### src/hdl/merge_pkg.sv
package merge_pkg;

   // ======================================================================
   // word widths.
   // ======================================================================
   localparam int KEY_W  = 16;  // a key of zero ends a run.
   localparam int LANE_W = 2;   // enough index bits for four lanes.

   // ======================================================================
   // stream words.
   // ======================================================================

   // a word as it arrives on the input port, tagged with lane and side.
   typedef struct packed {
      logic [LANE_W-1:0] lane;  // destination lane.
      logic              side;  // 0 for side A, 1 for side B.
      logic [KEY_W-1:0]  key;   // sort key where zero is a terminator.
      logic              last;  // set on the terminator of the final run.
   } in_word_t;

   // the part of a word that a lane keeps in its FIFOs.
   typedef struct packed {
      logic [KEY_W-1:0] key;
      logic             last;
   } lane_word_t;

   // a merged word on the output port, tagged with the lane it came from.
   typedef struct packed {
      logic [LANE_W-1:0] lane;
      logic [KEY_W-1:0]  key;
      logic              last;
   } out_word_t;

   // merge FSM states.
   typedef enum logic [2:0] {
      NOMINAL  = 3'b000,  // both runs open, the smaller head goes out.
      TOGGLE   = 3'b001,  // both heads are terminators.
      DONE_A   = 3'b010,  // side A has ended its run, side B drains.
      DONE_B   = 3'b011,  // side B has ended its run, side A drains.
      FINISHED = 3'b100   // final pair merged, the lane is idle.
   } ctrl_state_t;

endpackage

### src/hdl/lane_dispatch.sv
`timescale 1ns/1ps

module lane_dispatch #(
   parameter int LANES      = 4,
   parameter int FIFO_DEPTH = 4
) (
   input  logic                  i_clk,
   input  logic                  i_rst_n,
   input  logic                  i_in_valid,
   input  merge_pkg::in_word_t   i_in_word,
   output logic                  o_in_ready,
   output logic [LANES-1:0]      o_wr_a,      // per-lane side A write.
   output logic [LANES-1:0]      o_wr_b,      // per-lane side B write.
   output merge_pkg::lane_word_t o_wdata,     // shared by all lanes.
   input  logic [LANES-1:0]      i_credit_a,  // side A pops in each lane.
   input  logic [LANES-1:0]      i_credit_b   // side B pops in each lane.
);
   import merge_pkg::*;

   localparam int CW = $clog2(FIFO_DEPTH + 1);

   logic [CW-1:0] cnt_a [LANES];  // free side A slots per lane.
   logic [CW-1:0] cnt_b [LANES];  // free side B slots per lane.
   logic          run_q;          // low during reset, keeps ready low.
   logic          credit_ok;
   logic          accept;

   // ready depends on the word itself, since its lane and side pick a counter.
   always_comb begin
      credit_ok = 1'b0;
      for (int l = 0; l < LANES; l++) begin
         if (i_in_word.lane == LANE_W'(l)) begin
            credit_ok = i_in_word.side ? (cnt_b[l] != '0) : (cnt_a[l] != '0);
         end
      end
   end

   assign o_in_ready = run_q & credit_ok;
   assign accept     = i_in_valid & o_in_ready;
   assign o_wdata    = '{key: i_in_word.key, last: i_in_word.last};

   always_comb begin
      for (int l = 0; l < LANES; l++) begin
         o_wr_a[l] = accept && (i_in_word.lane == LANE_W'(l)) && !i_in_word.side;
         o_wr_b[l] = accept && (i_in_word.lane == LANE_W'(l)) && i_in_word.side;
      end
   end

   always_ff @(posedge i_clk) begin
      if (!i_rst_n) begin
         run_q <= 1'b0;
         for (int l = 0; l < LANES; l++) begin
            cnt_a[l] <= CW'(FIFO_DEPTH);
            cnt_b[l] <= CW'(FIFO_DEPTH);
         end
      end else begin
         run_q <= 1'b1;
         for (int l = 0; l < LANES; l++) begin
            cnt_a[l] <= cnt_a[l] - CW'(o_wr_a[l]) + CW'(i_credit_a[l]);
            cnt_b[l] <= cnt_b[l] - CW'(o_wr_b[l]) + CW'(i_credit_b[l]);
         end
      end
   end

   // a lane never returns more credits than words were written into it.
   for (genvar l = 0; l < LANES; l++) begin : g_chk
      a_credit_bound: assert property (@(posedge i_clk) disable iff (!i_rst_n)
         (cnt_a[l] <= CW'(FIFO_DEPTH)) && (cnt_b[l] <= CW'(FIFO_DEPTH)));
   end

endmodule

### config.mk
export PLATFORM = sky130hd
export DESIGN_NAME = lane_dispatch
export DESIGN_NICKNAME = d
export VERILOG_FILES = /design/src/hdl/merge_pkg.sv /design/src/hdl/lane_dispatch.sv
export SDC_FILE = /design/constraint.sdc
export NUM_CORES = 1
export LEC_CHECK = 0
export ABC_AREA = 1
export ABC_CLOCK_PERIOD_IN_PS = 3800
export BUFFER_PORTS_ARGS = -buffer_cell sky130_fd_sc_hd__buf_2
export CAP_MARGIN = 20
export CORE_MARGIN = 10
export CORE_UTILIZATION = 55
export CTS_BUF_LIST = sky130_fd_sc_hd__clkbuf_8
export DETAILED_ROUTE_END_ITERATION = 8
export PLACE_DENSITY_LB_ADDON = 0.2
export SYNTH_ARGS = -nofsm -noshare
export SYNTH_HDL_FRONTEND = slang
export SYNTH_SLANG_ARGS = --single-unit
### constraint.sdc
create_clock -name i_clk -period 3.8 [get_ports i_clk]
set_clock_uncertainty 0.15 [all_clocks]
set_input_delay 0.57 -clock i_clk [delete_from_list [all_inputs] [get_ports i_clk]]
set_output_delay 0.57 -clock i_clk [all_outputs]
set_load 0.05 [all_outputs]
Yosys cells after proc, flatten, opt, wreduce, memory -nomap -nowiden
Memory sizes are Yosys's and may differ from the RTL's.
Cells that the tools add are included.

storage, ports and cells
  register bits = 1
  bits in writable memories = 24
  bits of input ports = 31
  output and inout port bits = 26
  word-level logic and storage cells = 72
  memories = 2

cells by class
  add/sub/neg operators = 16
  eq/ne operators = 3
  muxes and demuxes = 18
  bitwise gates (word level) = 10
  reduce and logical (&&, ||, !) cells = 22

memories
  name   words  bits a word  rd ports  clocked after memory_dff  wr ports  line                 source
  cnt_a  4      3            4         0                         4         lane_dispatch.sv:22  logic [CW-1:0] cnt_a [LANES];
  cnt_b  4      3            4         0                         4         lane_dispatch.sv:23  logic [CW-1:0] cnt_b [LANES];

operators with widths
  operator                                                                count
  3-bit by 1-bit adder with 3-bit output                                  8
  3-bit two-way mux                                                       8
  3-bit nonzero test                                                      8
  3-bit by 1-bit subtractor with 3-bit output                             8
  1-bit logical AND                                                       12
  1-bit two-way mux                                                       10
  1-bit OR                                                                8
  2-bit equality test (second input constant)                             2
  1-bit bitwise AND                                                       2
  2-bit by 1-bit equality test with 1-bit output (second input constant)  1
  2-bit zero test                                                         1
  1-bit zero test                                                         1

Logic depth before layout (Yosys ltp)
  word-level depth = 13
  mapped depth = 16
  mapped depth without buffers = 16

Least setup slack after synthesis
No wires, ideal clock.

  path kind = input port to flip-flop
  from = input port i_in_word[17] in the netlist's numbering
  to = memory cnt_a[3][2] in the netlist's numbering
  setup time = 64 ps
  arrival time = 3133 ps
  required time = 3586 ps
  slack = 453 ps
  cell stages on the path = 16
  path buffers = 0
  path through = inv_1 nor2_1 nand2_1 nand2_1 nand2_1 nand2_1 nor2_2 nand4_1 nor2_1 ha_1 inv_1 ha_1 inv_1 fa_1 or2_2 nand3_1

RTL lines
  element          line                 source
  start, declared  lane_dispatch.sv:10  input merge_pkg::in_word_t i_in_word,
  end, declared    lane_dispatch.sv:22

==> flow_summary.json <==
{
  "end_kind": "flip-flop",
  "clkSinkCount": 25,
  "finish.instance_area_sq_um": 1692,
  "critPathKind": "input pin to flip-flop",
  "status": "finished clean",
  "synthCells": 213,
  "multi_input_area_sq_um": 813.3,
  "wl_per_cell_microns": 11.60,
  "final_nets": 275,
  "placedCellCount": 246,
  "rsz0062_at_grt": "false",
  "cts_inserted_buffers": 3,
  "tightest_slew_ns": 0.3662,
  "cp_max_fo": 11,
  "gr-total-overflow": 0,
  "intPower_uw": 457.6,
  "die_h_microns": 74.68,
  "postRouteAntennaNets": 0,
  "drv_slew": 0,
  "drt_wl_total_mm": 2.899,
  "cts_root_buffer": "clkbuf_8",
  "seqCellArea_sq_um": 500.5,
  "die_x_microns": 74.68,
  "critical-path-max-stage-delay_ns": 0.37,
  "grt_start_max_net_pins": 22,
  "insertedDiodeCount": 0,
  "hold_buffers": 0,
  "grt_antenna_before_repair": 0,
  "cpLargestDelayFamily": "simple AND/OR/NAND/NOR gates",
  "hold_viol_final": 0,
  "vias_per_cell": 4.808,
  "irDropWorstVdd_mv": 0.3143,
  "tns_ns": 0,
  "core_sq_um": 2805,
  "rrSetupSlack_ns": 1.19,
  "clk_pin_slew_ns": 0.08,
  "cts_resized": 0,
  "path_common_cell": "nand2_1",
  "p_clk_share_pct": 22.5,
  "final_cell_mix": "50 x inv_1, 30 x nand2_1, 28 x nor2_1",
  "clock_latency_ns": 0.26,
  "rows": 19,
  "whs_ns": 0.4516,
  "drive_above_1_share_pct": 16.44,
  "period_needed_ns": 2.813,
  "hold_path.class": "flip-flop to flip-flop",
  "worstSetupStartpointType": "input pin",
  "path_cells": "buf_2, inv_1, nor2_1, nand2_1, nand2_1, nand2_1, nand2_1, nor2_2, nand4_1, nor2_1, ha_1, inv_1, ha_1, inv_1, fa_1, or2_2, nand3_1",
  "grt_pass1_wl_mm": 5.140,
  "synthesis.nets": 268,
  "p_per_area_nw_per_um2": 395.1,
  "fp.dieArea_sq_um": 5576,
  "io_pins": 57,
  "vias": 1202,
  "ys_ff_latch": 25,
  "grt_usage_pct": 11.63,
  "p_comb_share_pct": 28.0,
  "hpwlAfterDp_mm": 2.454,
  "ys_types": 16,
  "cts_tree": "yes",
  "switchingPower_uw": 210.7,
  "cp.arrival_ns": 2.87,
  "route.detailed.drc": 0,
  "cts_buffer_depth": 2,
  "ys.warnings.count": 0,
  "nFillCells": 283,
  "setup_viol": 0,
  "p_sw_share_pct": 31.53,
  "placed_cell_area_sq_um": 1647,
  "syn_to_final_growth_pct": 2.892,
  "p_leak_nw": 0.9961,
  "crit_slowest_cell": "fa_1",
  "gp_congestion": 0.8391,
  "layout_commonest_cell": "inv_1",
  "fmax_mhz": 355.5,
  "max_slew_margin_pct": 75.59,
  "seqPwrFrac_pct": 49.6,
  "h-tree-depth": 1,
  "grt_pass1_vias": 1200,
  "maxCapViolCount": 0,
  "layout.cells.non_filler": 250,
  "ys_seq_area_share_pct": 30.44,
  "required_ns": 3.85,
  "timing.final.crit_share_pct": 74.02,
  "synth_area_sq_um": 1644,
  "initial_core_util_pct": 58.61,
  "postCtsSetupBuffers": 0,
  "power.total_uw": 668.3,
  "firstDrtPassIters": 4,
  "first_iter_violations": 27,
  "port_buffers": 22,
  "cp.buffers_inverters": 4,
  "avgSynthCellArea_sq_um": 7.719
}
state kept, by name, summed over array words and instances, names as in the netlist:
name   cells
cnt_a     12
cnt_b     12
run_q      1
path summary, 6_finish.rpt:
check	from	endpoint	cells after the start
worst max register to register	cnt_b[0][10]$_SDFF_PN0_	cnt_b[0][11]$_SDFF_PN1_	15
worst max-delay path	i_in_word[17]	cnt_b[0][11]$_SDFF_PN1_	17
worst min register to register	cnt_b[0][2]$_SDFF_PN1_	cnt_b[0][2]$_SDFF_PN1_	3
worst min-delay path	cnt_b[0][2]$_SDFF_PN1_	cnt_b[0][2]$_SDFF_PN1_	3
cell type report:
type | count | area share, %
sequential | 25 | 29.59
inverter | 49 | 10.87
clock inverter | 1 | 0.2219
multi-input combinational | 119 | 48.08
tap | 31 | 2.293
clock buffer | 3 | 2.441
timing repair buffer | 22 | 6.509
logic make-up (layout without fill, tap and decap cells):
group | Yosys count | after routing | share of synthesized area (%)
AOI/OAI and AO/OA | 1 | 1 | 0.3041
adders and majority gates | 24 | 24 | 21.92
and+or+nand+nor | 86 | 86 | 22.98
DFF | 25 | 25 | 30.44
xor gates and xnor gates | 8 | 8 | 4.262
buffers and inverters | 69 | 75 | 20.09
power by group through the flow:
stage / logic [mW] / registers, mW / clock network, mW
final: 0.187 / 0.331 / 0.150
after global routing: 0.225 / 0.337 / 0.170
after CTS: 0.190 / 0.331 / 0.157
after detailed placement: 0.189 / 0.337 / 0
after global placement: 0.177 / 0.336 / 0
after floorplan: 0.199 / 0.332 / 0
per-stage QoR:
step	worst slack [ns]	utilization, %
6_report	0.9873	60.30
5_1_grt	0.7470	60.30
4_1_cts	0.9809	60.30
3_5_place_dp	0.7009	58.70
3_3_place_gp	0.8099	58.70
2_1_floorplan	0.4527	-
cells in the mapped netlist:
master	instances	area (sq um)
nor2_2	2	12.51
nand4_1	4	25.02
and2_2	1	7.510
nor2_1	28	105.1
nand2_1	30	112.6
buf_4	17	127.6
xor2_1	8	70.07
buf_6	1	11.26
inv_1	49	183.9
or2_2	8	50.05
a21oi_1	1	5.000
nand3_1	13	65.06
fa_1	8	160.2
ha_1	16	200.2
dfxtp_1	25	500.5
clkbuf_1	2	7.510
worst register-to-register path, cell delays in order, from the launching register on:
cell     delay, ns
dfxtp_1       0.40
nor2_1        0.08
nand2_1       0.07
nand2_1       0.05
nand2_1       0.05
nand2_1       0.05
nor2_2        0.16
nand4_1       0.13
nor2_1        0.18
ha_1          0.26
inv_1         0.06
ha_1          0.14
inv_1         0.05
fa_1          0.37
or2_2         0.30
nand3_1       0.07
per-layer routing:
metal	global-route usage (%)	up-vias	part of all wire (%)
met2	18.35	27	46
met3	4.468	20	8.1
met5	0	-	0
li1	-	624	-
met4	5.672	0	3.8
met1	13.59	531	42
(Power assumes the default switching activity.)
