`src/hdl/merge_pkg.sv`:
```
package merge_pkg;

   // ======================================================================
   // word widths.
   // ======================================================================
   localparam int KEY_W  = 16;  // a key of zero ends a run.
   localparam int LANE_W = 2;   // enough index bits for four lanes.

   // ======================================================================
   // stream words.
   // ======================================================================

   // a word as it arrives on the input port, tagged with lane and side.
   typedef struct packed {
      logic [LANE_W-1:0] lane;  // destination lane.
      logic              side;  // 0 for side A, 1 for side B.
      logic [KEY_W-1:0]  key;   // sort key where zero is a terminator.
      logic              last;  // set on the terminator of the final run.
   } in_word_t;

   // the part of a word that a lane keeps in its FIFOs.
   typedef struct packed {
      logic [KEY_W-1:0] key;
      logic             last;
   } lane_word_t;

   // a merged word on the output port, tagged with the lane it came from.
   typedef struct packed {
      logic [LANE_W-1:0] lane;
      logic [KEY_W-1:0]  key;
      logic              last;
   } out_word_t;

   // merge FSM states.
   typedef enum logic [2:0] {
      NOMINAL  = 3'b000,  // both runs open, the smaller head goes out.
      TOGGLE   = 3'b001,  // both heads are terminators.
      DONE_A   = 3'b010,  // side A has ended its run, side B drains.
      DONE_B   = 3'b011,  // side B has ended its run, side A drains.
      FINISHED = 3'b100   // final pair merged, the lane is idle.
   } ctrl_state_t;

endpackage

```
`src/hdl/merge_control.sv`:
```
`timescale 1ns/1ps

module merge_control (
   input  logic i_clk,
   input  logic i_rst_n,
   input  logic i_a_empty,        // side A FIFO has no head.
   input  logic i_b_empty,        // side B FIFO has no head.
   input  logic i_a_end,          // side A head is a terminator.
   input  logic i_b_end,          // side B head is a terminator.
   input  logic i_a_last,         // last flag of the side A head.
   input  logic i_b_last,         // last flag of the side B head.
   input  logic i_a_le_b,         // side A head key is not above side B.
   input  logic i_out_credit_ok,  // room downstream for one more word.
   output logic o_pop_a,
   output logic o_pop_b,
   output logic o_emit_key,       // push the popped key downstream.
   output logic o_emit_end        // push one run terminator downstream.
);
   import merge_pkg::*;

   ctrl_state_t state;
   ctrl_state_t state_nx;

   // ======================================================================
   // next state and pop decisions.
   // ======================================================================
   // a state change alone moves no data, so it does not need a credit.
   // every pop pushes exactly one word, so every pop waits for a credit.
   always_comb begin
      state_nx   = state;
      o_pop_a    = 1'b0;
      o_pop_b    = 1'b0;
      o_emit_key = 1'b0;
      o_emit_end = 1'b0;
      case (state)
         NOMINAL: begin
            if (!i_a_empty && !i_b_empty && i_a_end && i_b_end) begin
               state_nx = TOGGLE;  // both runs ended at once.
            end else if (!i_a_empty && i_a_end) begin
               state_nx = DONE_A;
            end else if (!i_b_empty && i_b_end) begin
               state_nx = DONE_B;
            end else if (!i_a_empty && !i_b_empty && i_out_credit_ok) begin
               o_pop_a    = i_a_le_b;   // ties go to side A.
               o_pop_b    = !i_a_le_b;
               o_emit_key = 1'b1;
            end
         end
         DONE_A: begin
            // side A waits on its terminator while side B drains.
            if (!i_b_empty && i_b_end) begin
               state_nx = TOGGLE;
            end else if (!i_b_empty && i_out_credit_ok) begin
               o_pop_b    = 1'b1;
               o_emit_key = 1'b1;
            end
         end
         DONE_B: begin
            if (!i_a_empty && i_a_end) begin
               state_nx = TOGGLE;
            end else if (!i_a_empty && i_out_credit_ok) begin
               o_pop_a    = 1'b1;
               o_emit_key = 1'b1;
            end
         end
         TOGGLE: begin
            // both terminators leave together as one merged terminator.
            if (i_out_credit_ok) begin
               o_pop_a    = 1'b1;
               o_pop_b    = 1'b1;
               o_emit_end = 1'b1;
               state_nx   = (i_a_last && i_b_last) ? FINISHED : NOMINAL;
            end
         end
         FINISHED: state_nx = FINISHED;  // only a reset restarts the lane.
         default:  state_nx = NOMINAL;
      endcase
   end

   always_ff @(posedge i_clk) begin
      if (!i_rst_n) begin
         state <= NOMINAL;
      end else begin
         state <= state_nx;
      end
   end

   // a pop always names a side whose FIFO holds a word.
   a_pop_nonempty: assert property (@(posedge i_clk) disable iff (!i_rst_n)
      !(o_pop_a && i_a_empty) && !(o_pop_b && i_b_empty));

   // the two terminators stay at the FIFO heads until TOGGLE pops them.
   a_toggle_heads: assert property (@(posedge i_clk) disable iff (!i_rst_n)
      (state == TOGGLE) |-> (!i_a_empty && !i_b_empty && i_a_end && i_b_end));

endmodule

```
`src/hdl/merge_lane.sv`:
```
`timescale 1ns/1ps

module merge_lane #(
   parameter int FIFO_DEPTH = 4
) (
   input  logic                  i_clk,
   input  logic                  i_rst_n,
   input  logic                  i_wr_a,        // write into the side A FIFO.
   input  logic                  i_wr_b,        // write into the side B FIFO.
   input  merge_pkg::lane_word_t i_wdata,
   output logic                  o_credit_a,    // one pulse per side A pop.
   output logic                  o_credit_b,    // one pulse per side B pop.
   output logic                  o_push,        // merged word to collect.
   output merge_pkg::lane_word_t o_push_word,
   input  logic                  i_out_credit   // collect freed one slot.
);
   import merge_pkg::*;

   localparam int CW = $clog2(FIFO_DEPTH + 1);

   lane_word_t    a_head;
   lane_word_t    b_head;
   logic          a_empty;
   logic          b_empty;
   logic          a_end;
   logic          b_end;
   logic          a_le_b;
   logic          pop_a;
   logic          pop_b;
   logic          emit_key;
   logic          emit_end;
   logic [CW-1:0] out_cnt;  // free slots in this lane's output FIFO.

   sync_fifo #(.FIFO_DEPTH(FIFO_DEPTH)) u_fifo_a (
      .i_clk   (i_clk),
      .i_rst_n (i_rst_n),
      .i_wr    (i_wr_a),
      .i_wdata (i_wdata),
      .i_rd    (pop_a),
      .o_rdata (a_head),
      .o_empty (a_empty)
   );

   sync_fifo #(.FIFO_DEPTH(FIFO_DEPTH)) u_fifo_b (
      .i_clk   (i_clk),
      .i_rst_n (i_rst_n),
      .i_wr    (i_wr_b),
      .i_wdata (i_wdata),
      .i_rd    (pop_b),
      .o_rdata (b_head),
      .o_empty (b_empty)
   );

   assign a_end  = (a_head.key == '0);         // terminator on side A.
   assign b_end  = (b_head.key == '0);         // terminator on side B.
   assign a_le_b = (a_head.key <= b_head.key);  // key comparator.

   merge_control u_ctrl (
      .i_clk           (i_clk),
      .i_rst_n         (i_rst_n),
      .i_a_empty       (a_empty),
      .i_b_empty       (b_empty),
      .i_a_end         (a_end),
      .i_b_end         (b_end),
      .i_a_last        (a_head.last),
      .i_b_last        (b_head.last),
      .i_a_le_b        (a_le_b),
      .i_out_credit_ok (out_cnt != '0),
      .o_pop_a         (pop_a),
      .o_pop_b         (pop_b),
      .o_emit_key      (emit_key),
      .o_emit_end      (emit_end)
   );

   assign o_credit_a = pop_a;  // each pop frees one input slot.
   assign o_credit_b = pop_b;
   assign o_push     = emit_key | emit_end;

   // a terminator carries last only when both sides ended their final run.
   always_comb begin
      o_push_word = '0;
      if (emit_end) begin
         o_push_word.last = a_head.last & b_head.last;
      end else if (emit_key) begin
         o_push_word.key = pop_a ? a_head.key : b_head.key;
      end
   end

   always_ff @(posedge i_clk) begin
      if (!i_rst_n) begin
         out_cnt <= CW'(FIFO_DEPTH);  // collect FIFO starts empty.
      end else begin
         out_cnt <= out_cnt - CW'(o_push) + CW'(i_out_credit);
      end
   end

   // the FSM only pushes while collect still has a free slot for this lane.
   a_credit_underflow: assert property (@(posedge i_clk) disable iff (!i_rst_n)
      o_push |-> (out_cnt != '0));

endmodule

```
`src/hdl/sync_fifo.sv`:
```
`timescale 1ns/1ps

module sync_fifo #(
   parameter int FIFO_DEPTH = 4
) (
   input  logic                  i_clk,
   input  logic                  i_rst_n,
   input  logic                  i_wr,     // write strobe.
   input  merge_pkg::lane_word_t i_wdata,
   input  logic                  i_rd,     // pop strobe.
   output merge_pkg::lane_word_t o_rdata,  // head word that is valid while not empty.
   output logic                  o_empty
);
   import merge_pkg::*;

   localparam int AW = (FIFO_DEPTH > 1) ? $clog2(FIFO_DEPTH) : 1;
   localparam int CW = $clog2(FIFO_DEPTH + 1);

   lane_word_t    mem [FIFO_DEPTH];  // word storage.
   logic [AW-1:0] wr_ptr;
   logic [AW-1:0] rd_ptr;
   logic [CW-1:0] count;             // words held, from 0 to FIFO_DEPTH.

   // pointers wrap at FIFO_DEPTH, which need not be a power of two.
   function automatic logic [AW-1:0] next_ptr(input logic [AW-1:0] ptr);
      return (ptr == AW'(FIFO_DEPTH - 1)) ? '0 : ptr + 1'b1;
   endfunction

   always_ff @(posedge i_clk) begin
      if (!i_rst_n) begin
         wr_ptr <= '0;
         rd_ptr <= '0;
         count  <= '0;
      end else begin
         if (i_wr) wr_ptr <= next_ptr(wr_ptr);  // advance after each write.
         if (i_rd) rd_ptr <= next_ptr(rd_ptr);  // advance after each pop.
         count <= count + CW'(i_wr) - CW'(i_rd);
      end
   end

   always_ff @(posedge i_clk) begin
      if (i_wr) begin
         mem[wr_ptr] <= i_wdata;
      end
   end

   // show-ahead read, so the head is there one cycle after the write.
   assign o_rdata = mem[rd_ptr];
   assign o_empty = (count == '0);

   // the credit counters upstream must never let a write hit a full FIFO.
   a_no_overflow: assert property (@(posedge i_clk) disable iff (!i_rst_n)
      i_wr |-> (count != CW'(FIFO_DEPTH)));

   // the consumer must only pop a word that it can see.
   a_no_underflow: assert property (@(posedge i_clk) disable iff (!i_rst_n)
      i_rd |-> !o_empty);

endmodule

```
`config.mk`:
```
export PLATFORM = sky130hd
export DESIGN_NAME = merge_lane
export DESIGN_NICKNAME = d
export VERILOG_FILES = /design/src/hdl/merge_pkg.sv /design/src/hdl/merge_control.sv /design/src/hdl/merge_lane.sv /design/src/hdl/sync_fifo.sv
export SDC_FILE = /design/constraint.sdc
export NUM_CORES = 1
export LEC_CHECK = 0
export ABC_AREA = 1
export BUFFER_PORTS_ARGS = -buffer_cell sky130_fd_sc_hd__buf_2
export CAP_MARGIN = 5
export CORE_UTILIZATION = 65
export DETAILED_ROUTE_END_ITERATION = 6
export GPL_TIMING_DRIVEN = 0
export PLACE_DENSITY = 0.86
export SYNTH_ARGS = -nofsm -noshare
export SYNTH_HDL_FRONTEND = slang
export SYNTH_HIERARCHICAL = 1
export SYNTH_SLANG_ARGS = --single-unit
```
`constraint.sdc`:
```
create_clock -name i_clk -period 5.65 [get_ports i_clk]
set_input_delay 1.13 -clock i_clk [delete_from_list [all_inputs] [get_ports i_clk]]
set_output_delay 1.13 -clock i_clk [all_outputs]
set_load 0.01 [all_outputs]
```
Word level (Yosys, flattened, before mapping):

Memories as Yosys holds them, arrays and structs flattened. A register that Yosys moved wholly into a read port is not among the register bits.
Index checks and enable logic that the tools add are counted.

* input bits: 22
* word-level logic and storage cells: 99
* bits in writable memories: 136
* output and inout port bits: 20
* memories: 2
* bits in registers: 20

* equal/unequal tests: 12
* add/sub/neg operators: 10
* magnitude comparators: 1
* mux-type cells: 45
* reductions and logical operators: 19
* bitwise logic cells: 2

Memories
* u_fifo_a.mem: words 4, width 17, read ports 1, clocked after memory_dff 1, wr ports 1, RTL line sync_fifo.sv:19 `lane_word_t mem [FIFO_DEPTH];`
* u_fifo_b.mem: words 4, width 17, read ports 1, clocked after memory_dff 1, wr ports 1, RTL line sync_fifo.sv:19

Operator list (number)
* 16-bit 2-to-1 mux: 3
* 16-bit logical NOT: 2
* 1-bit 2-to-1 mux: 23
* 3-bit 2-to-1 mux: 7
* 16-bit less-or-equal comparator: 1
* 2-bit 2-to-1 mux: 8
* 3-bit case mux with 5 select lines: 1
* 3-bit by 1-bit adder with 3-bit output: 3
* 1-bit logical AND: 9
* 3-bit logical NOT: 3
* 1-bit case mux with 3 select lines: 3
* 3-bit by 1-bit subtractor with 3-bit output: 3
* 2-bit by 1-bit adder with 2-bit output (second input constant): 4
* 2-bit equality test (second input constant): 4
* 3-bit by 2-bit equality test with 1-bit output (second input constant): 2
* 2-bit by 1-bit inequality test with 1-bit output (second input constant): 3
* 4-bit by 1-bit inequality test with 1-bit output (second input constant): 1
* 4-bit AND reduction: 1
* 3-bit by 1-bit equality test with 1-bit output (second input constant): 1
* 3-bit equality test (second input constant): 1
* 1-bit logical NOT: 3
* 3-bit nonzero test: 1
* 1-bit AND: 1
* 1-bit OR: 1

Depth between registers and ports, before layout:

* word-level depth: 12
* depth in mapped cells: 27
* mapped depth without buffers: 26

Modules after synthesis:

The synthesis kept the hierarchy.

Modules (own cells, without submodules)
* sync_fifo: instances 2, sequential area each 2222.1 um^2, area an instance 3163.0 um^2, cells each 256
* merge_lane: instances 1, sequential area each 60.1 um^2, area an instance 958.4 um^2, cells each 145
* merge_control: instances 1, sequential area each 60.1 um^2, area an instance 355.3 um^2, cells each 59

Worst setup path before layout:

Ideal clock, no wire load.

* path kind: reg2out
* start point: register (tool-made name)
* end point: output o_push_word[5] (netlist bit)
* setup slack: 1.846 ns
* stages on the path, launching flop included: 16
* buffers on the path: 3
* arrival time: 2.674 ns
* data required time: 4.520 ns
* cells stage by stage: dfxtp_1 > buf_4 > buf_6 > nand2_1 > o211ai_1 > nand2_1 > nor2_1 > nand3_1 > nor4_1 > nor4_4 > nand3_1 > nand3_1 > inv_2 > buf_4 > nor2_1 > a211oi_1

RTL lines
* to (decl): RTL line merge_lane.sv:14 `output merge_pkg::lane_word_t o_push_word,`

==> run_summary.xml <==
<?xml version="1.0" encoding="UTF-8"?>
<metrics>
  <group name="clocking">
    <metric name="ctsResizeCount" unit="">0</metric>
    <metric name="post-cts-setup-buffers" unit="">0</metric>
    <metric name="cts_hold_buffers_added" unit="">0</metric>
    <metric name="worst_skew_pair.late_latency" unit="ps">430</metric>
    <metric name="h-tree-depth" unit="">4</metric>
    <metric name="clock_sink_count" unit="">160</metric>
    <metric name="max-clock-path-buffers" unit="">2</metric>
    <metric name="root_buffer" unit="">clkbuf_16</metric>
    <metric name="num_cts_buffers" unit="">17</metric>
    <metric name="clkSlewWorstSetupHoldPaths" unit="ps">60</metric>
    <metric name="cts_tree" unit="">yes</metric>
  </group>
  <group name="yosys">
    <metric name="netlist_top_cells_count" unit="">edfxtp_1 (136), inv_1 (130), nand2_1 (121)</metric>
    <metric name="synth_top_area_cell" unit="">edfxtp_1</metric>
    <metric name="syn_inst" unit="">716</metric>
    <metric name="synth_enable_flop_cells" unit="">136</metric>
    <metric name="synth.avg_cell_area" unit="um2">10.7</metric>
    <metric name="synth.cell_area" unit="um2">7640</metric>
    <metric name="synth.yosys.seq_area_share" unit="">0.597</metric>
    <metric name="yosysUniqueCellTypes" unit="">36</metric>
    <metric name="synth_async_sr_flop_share" unit="">0</metric>
    <metric name="synth_most_common_cell" unit="">edfxtp_1</metric>
    <metric name="yosys_warnings" unit="">6</metric>
    <metric name="synth_top_area_frac" unit="">0.535</metric>
    <metric name="ys_seq_elements" unit="">160</metric>
    <metric name="synthesis.nets" unit="">773</metric>
    <metric name="synth_flop_cell" unit="">edfxtp_1</metric>
    <metric name="yosys-top-cells-area" unit="">edfxtp_1 (53%), inv_1 (6.4%), dfxtp_1 (6.3%)</metric>
  </group>
  <group name="global_routing">
    <metric name="overflow" unit="">0</metric>
    <metric name="grt_pass1_wl" unit="um">27200</metric>
    <metric name="grt_antenna_before_repair" unit="">0</metric>
    <metric name="grt_start_max_net_pins" unit="">18</metric>
    <metric name="via_count_of_the_first_global_routing_pass" unit="">5393</metric>
    <metric name="tot_gr_track_use" unit="">0.295</metric>
  </group>
  <group name="sta">
    <metric name="hold_viol" unit="">0</metric>
    <metric name="final.period_utilization" unit="">0.896</metric>
    <metric name="fin_skew" unit="ps">5.73</metric>
    <metric name="fmax" unit="MHz">198</metric>
    <metric name="worst_slew_pin_tran" unit="ps">976</metric>
    <metric name="maxSlewViolCount" unit="">0</metric>
    <metric name="setup_viols_final" unit="">0</metric>
    <metric name="maxSlewHeadroom" unit="">0.344</metric>
    <metric name="rsz0062_at_grt" unit="">false</metric>
    <metric name="fin_tns_setup" unit="ps">0</metric>
    <metric name="min_period" unit="ps">5060</metric>
  </group>
  <group name="detailed_routing">
    <metric name="num_vias" unit="">5479</metric>
    <metric name="detail-route-antenna-nets" unit="">0</metric>
    <metric name="drt-total-wl" unit="um">17300</metric>
    <metric name="avgRoutedWirePerCell" unit="um">18.6</metric>
    <metric name="viasPerCell" unit="">5.88</metric>
    <metric name="dr.pass1.iters" unit="">6</metric>
    <metric name="route.detailed.drc" unit="">0</metric>
    <metric name="initialDrtViolationCount" unit="">653</metric>
  </group>
  <group name="floorplanning">
    <metric name="io_pins" unit="">42</metric>
    <metric name="starting_density_of_the_core" unit="">0.669</metric>
    <metric name="coreArea" unit="um2">11400</metric>
    <metric name="total_die_area" unit="um2">12200</metric>
    <metric name="die_width" unit="um">110</metric>
    <metric name="core.rowCount" unit="">39</metric>
    <metric name="floorplan.die.height" unit="um">110</metric>
  </group>
  <group name="worst_setup_path">
    <metric name="cp_max_fo" unit="">10</metric>
    <metric name="worstPathRequired" unit="ps">4520</metric>
    <metric name="crit_path_start_kind" unit="">register</metric>
    <metric name="endpoint_kind" unit="">primary output</metric>
    <metric name="cp.arrival" unit="ps">3930</metric>
    <metric name="setup.worst_path.class" unit="">register to primary output</metric>
  </group>
  <group name="cells_and_area">
    <metric name="synthToLayoutAreaGrowth" unit="%">12.8</metric>
    <metric name="n_antenna_cell" unit="">0</metric>
    <metric name="drive_gt1_frac" unit="">0.183</metric>
    <metric name="layout_nets" unit="">833</metric>
    <metric name="num-fill-cells" unit="">703</metric>
    <metric name="layoutNonFillerInstCount" unit="">932</metric>
  </group>
  <group name="placement">
    <metric name="detailedPlacementHpwl" unit="um">11800</metric>
    <metric name="place.port_buffers" unit="">41</metric>
    <metric name="globalplace.congestion" unit="">0.885</metric>
    <metric name="dp.cells" unit="">900</metric>
  </group>
  <group name="hold_path">
    <metric name="hold_path.startpoint" unit="">u_fifo_b/rd_ptr[0]</metric>
    <metric name="min_path_type" unit="">register to register</metric>
  </group>
  <group name="pwr">
    <metric name="worst_ir_drop_vdd" unit="mV">0.507</metric>
    <metric name="power.leakage" unit="nW">3.65</metric>
    <metric name="power_density" unit="nW/um2">506</metric>
  </group>
  <group name="status">
    <metric name="run_status" unit="">finished clean</metric>
  </group>
  <group name="run">
    <metric name="max_cap_viols" unit="">0</metric>
  </group>
</metrics>
==> flip-flops by register name, indices dropped and copies added, names as in the netlist, named ones only <==
register	count
u_fifo_b/wr_ptr	2
u_fifo_b/count	3
u_fifo_a/mem	68
u_fifo_a/count	3
u_fifo_a/rd_ptr	2
u_fifo_a/wr_ptr	2
u_fifo_b/mem	68
u_fifo_b/rd_ptr	2
out_cnt	3
u_ctrl/state	3
==> cells by family after synthesis <==
logic type                 share of synthesized area
and+or+nand+nor                                0.117
xor gates and xnor gates                     0.00229
buffers and inverters                         0.0914
adders and majority gates                     0.0603
AOI/OAI and AO/OA                              0.132
DFF                                            0.597
==> cell usage in the layout (no fill, tap or decap), drive strengths merged, types with 2 or more instances in the layout <==
cell type  count
inv          142
edfxtp       136
nand2        125
buf           63
nor2          57
a21oi         49
o21ai         43
o211ai        34
ha            32
dfxtp         24
clkbuf        22
a211oi        16
nand3         14
clkinv         7
nor4           6
nand4          4
fa             3
bufinv         3
xnor2          2
==> power by group <==
group | internal [W] | switching [W] | total [W]
Clock | 0.000693 | 0.000447 | 0.00114
Combinational | 0.000619 | 0.00117 | 0.00179
Sequential | 0.00138 | 0.0000495 | 0.00143
Total | 0.00269 | 0.00167 | 0.00436
==> metrics by stage <==
step / hold WS, ps / worst slack, ps / utilization / total power, W / instance area, um2
4_1_cts: 509 / 671 / 0.755 / 0.00434 / 8620
3_5_place_dp: 501 / 1160 / 0.703 / 0.00318 / 8020
2_1_floorplan: 470 / 1850 / - / 0.00267 / 7640
3_3_place_gp: 484 / 1200 / 0.703 / 0.00308 / 8020
5_1_grt: 545 / 345 / 0.755 / 0.00461 / 8620
6_report: 512 / 588 / 0.755 / 0.00436 / 8620
==> metal layers <==
layer  up-vias  part of all wire  wire [um]  track usage
met5         -                 0          0            0
li1       2529                 -          -            -
met4         0             0.022        374        0.139
met3        34             0.089       1550       0.0532
met2       346              0.50       8610        0.480
met1      2570              0.39       6790        0.387
==> final timing paths <==
kind | slack (ps) | endpoint | cells past startpoint
setup / recovery | 590 | o_push_word[11] | 16
hold / removal | 510 | register | 2
setup reg to reg | 1410 | out_cnt[2] | 20
hold reg to reg | 510 | register | 2
==> critical path, stage by stage, from the launching register on <==
cell	delay, ps
dfxtp_1	390
buf_4	210
buf_6	170
nand2_1	60
o211ai_1	80
nand2_1	180
nor2_1	140
nand3_1	70
nor4_1	850
nor4_4	110
nand3_1	110
nand3_1	280
inv_2	180
buf_6	170
nor2_1	70
a211oi_2	240
buf_2	190
==> layout make-up <==
cell class / count / area [um2] / area share
sequential: 160 / 4560 / 0.530
buffer: 26 / 176 / 0.0205
tap: 143 / 179 / 0.0208
clock inverter: 14 / 164 / 0.0190
clock buffer: 18 / 429 / 0.0498
inverter: 139 / 522 / 0.0605
timing repair buffer: 41 / 205 / 0.0238
multi-input combinational: 391 / 2380 / 0.276
No activity file was read; power rests on OpenSTA's default activity.
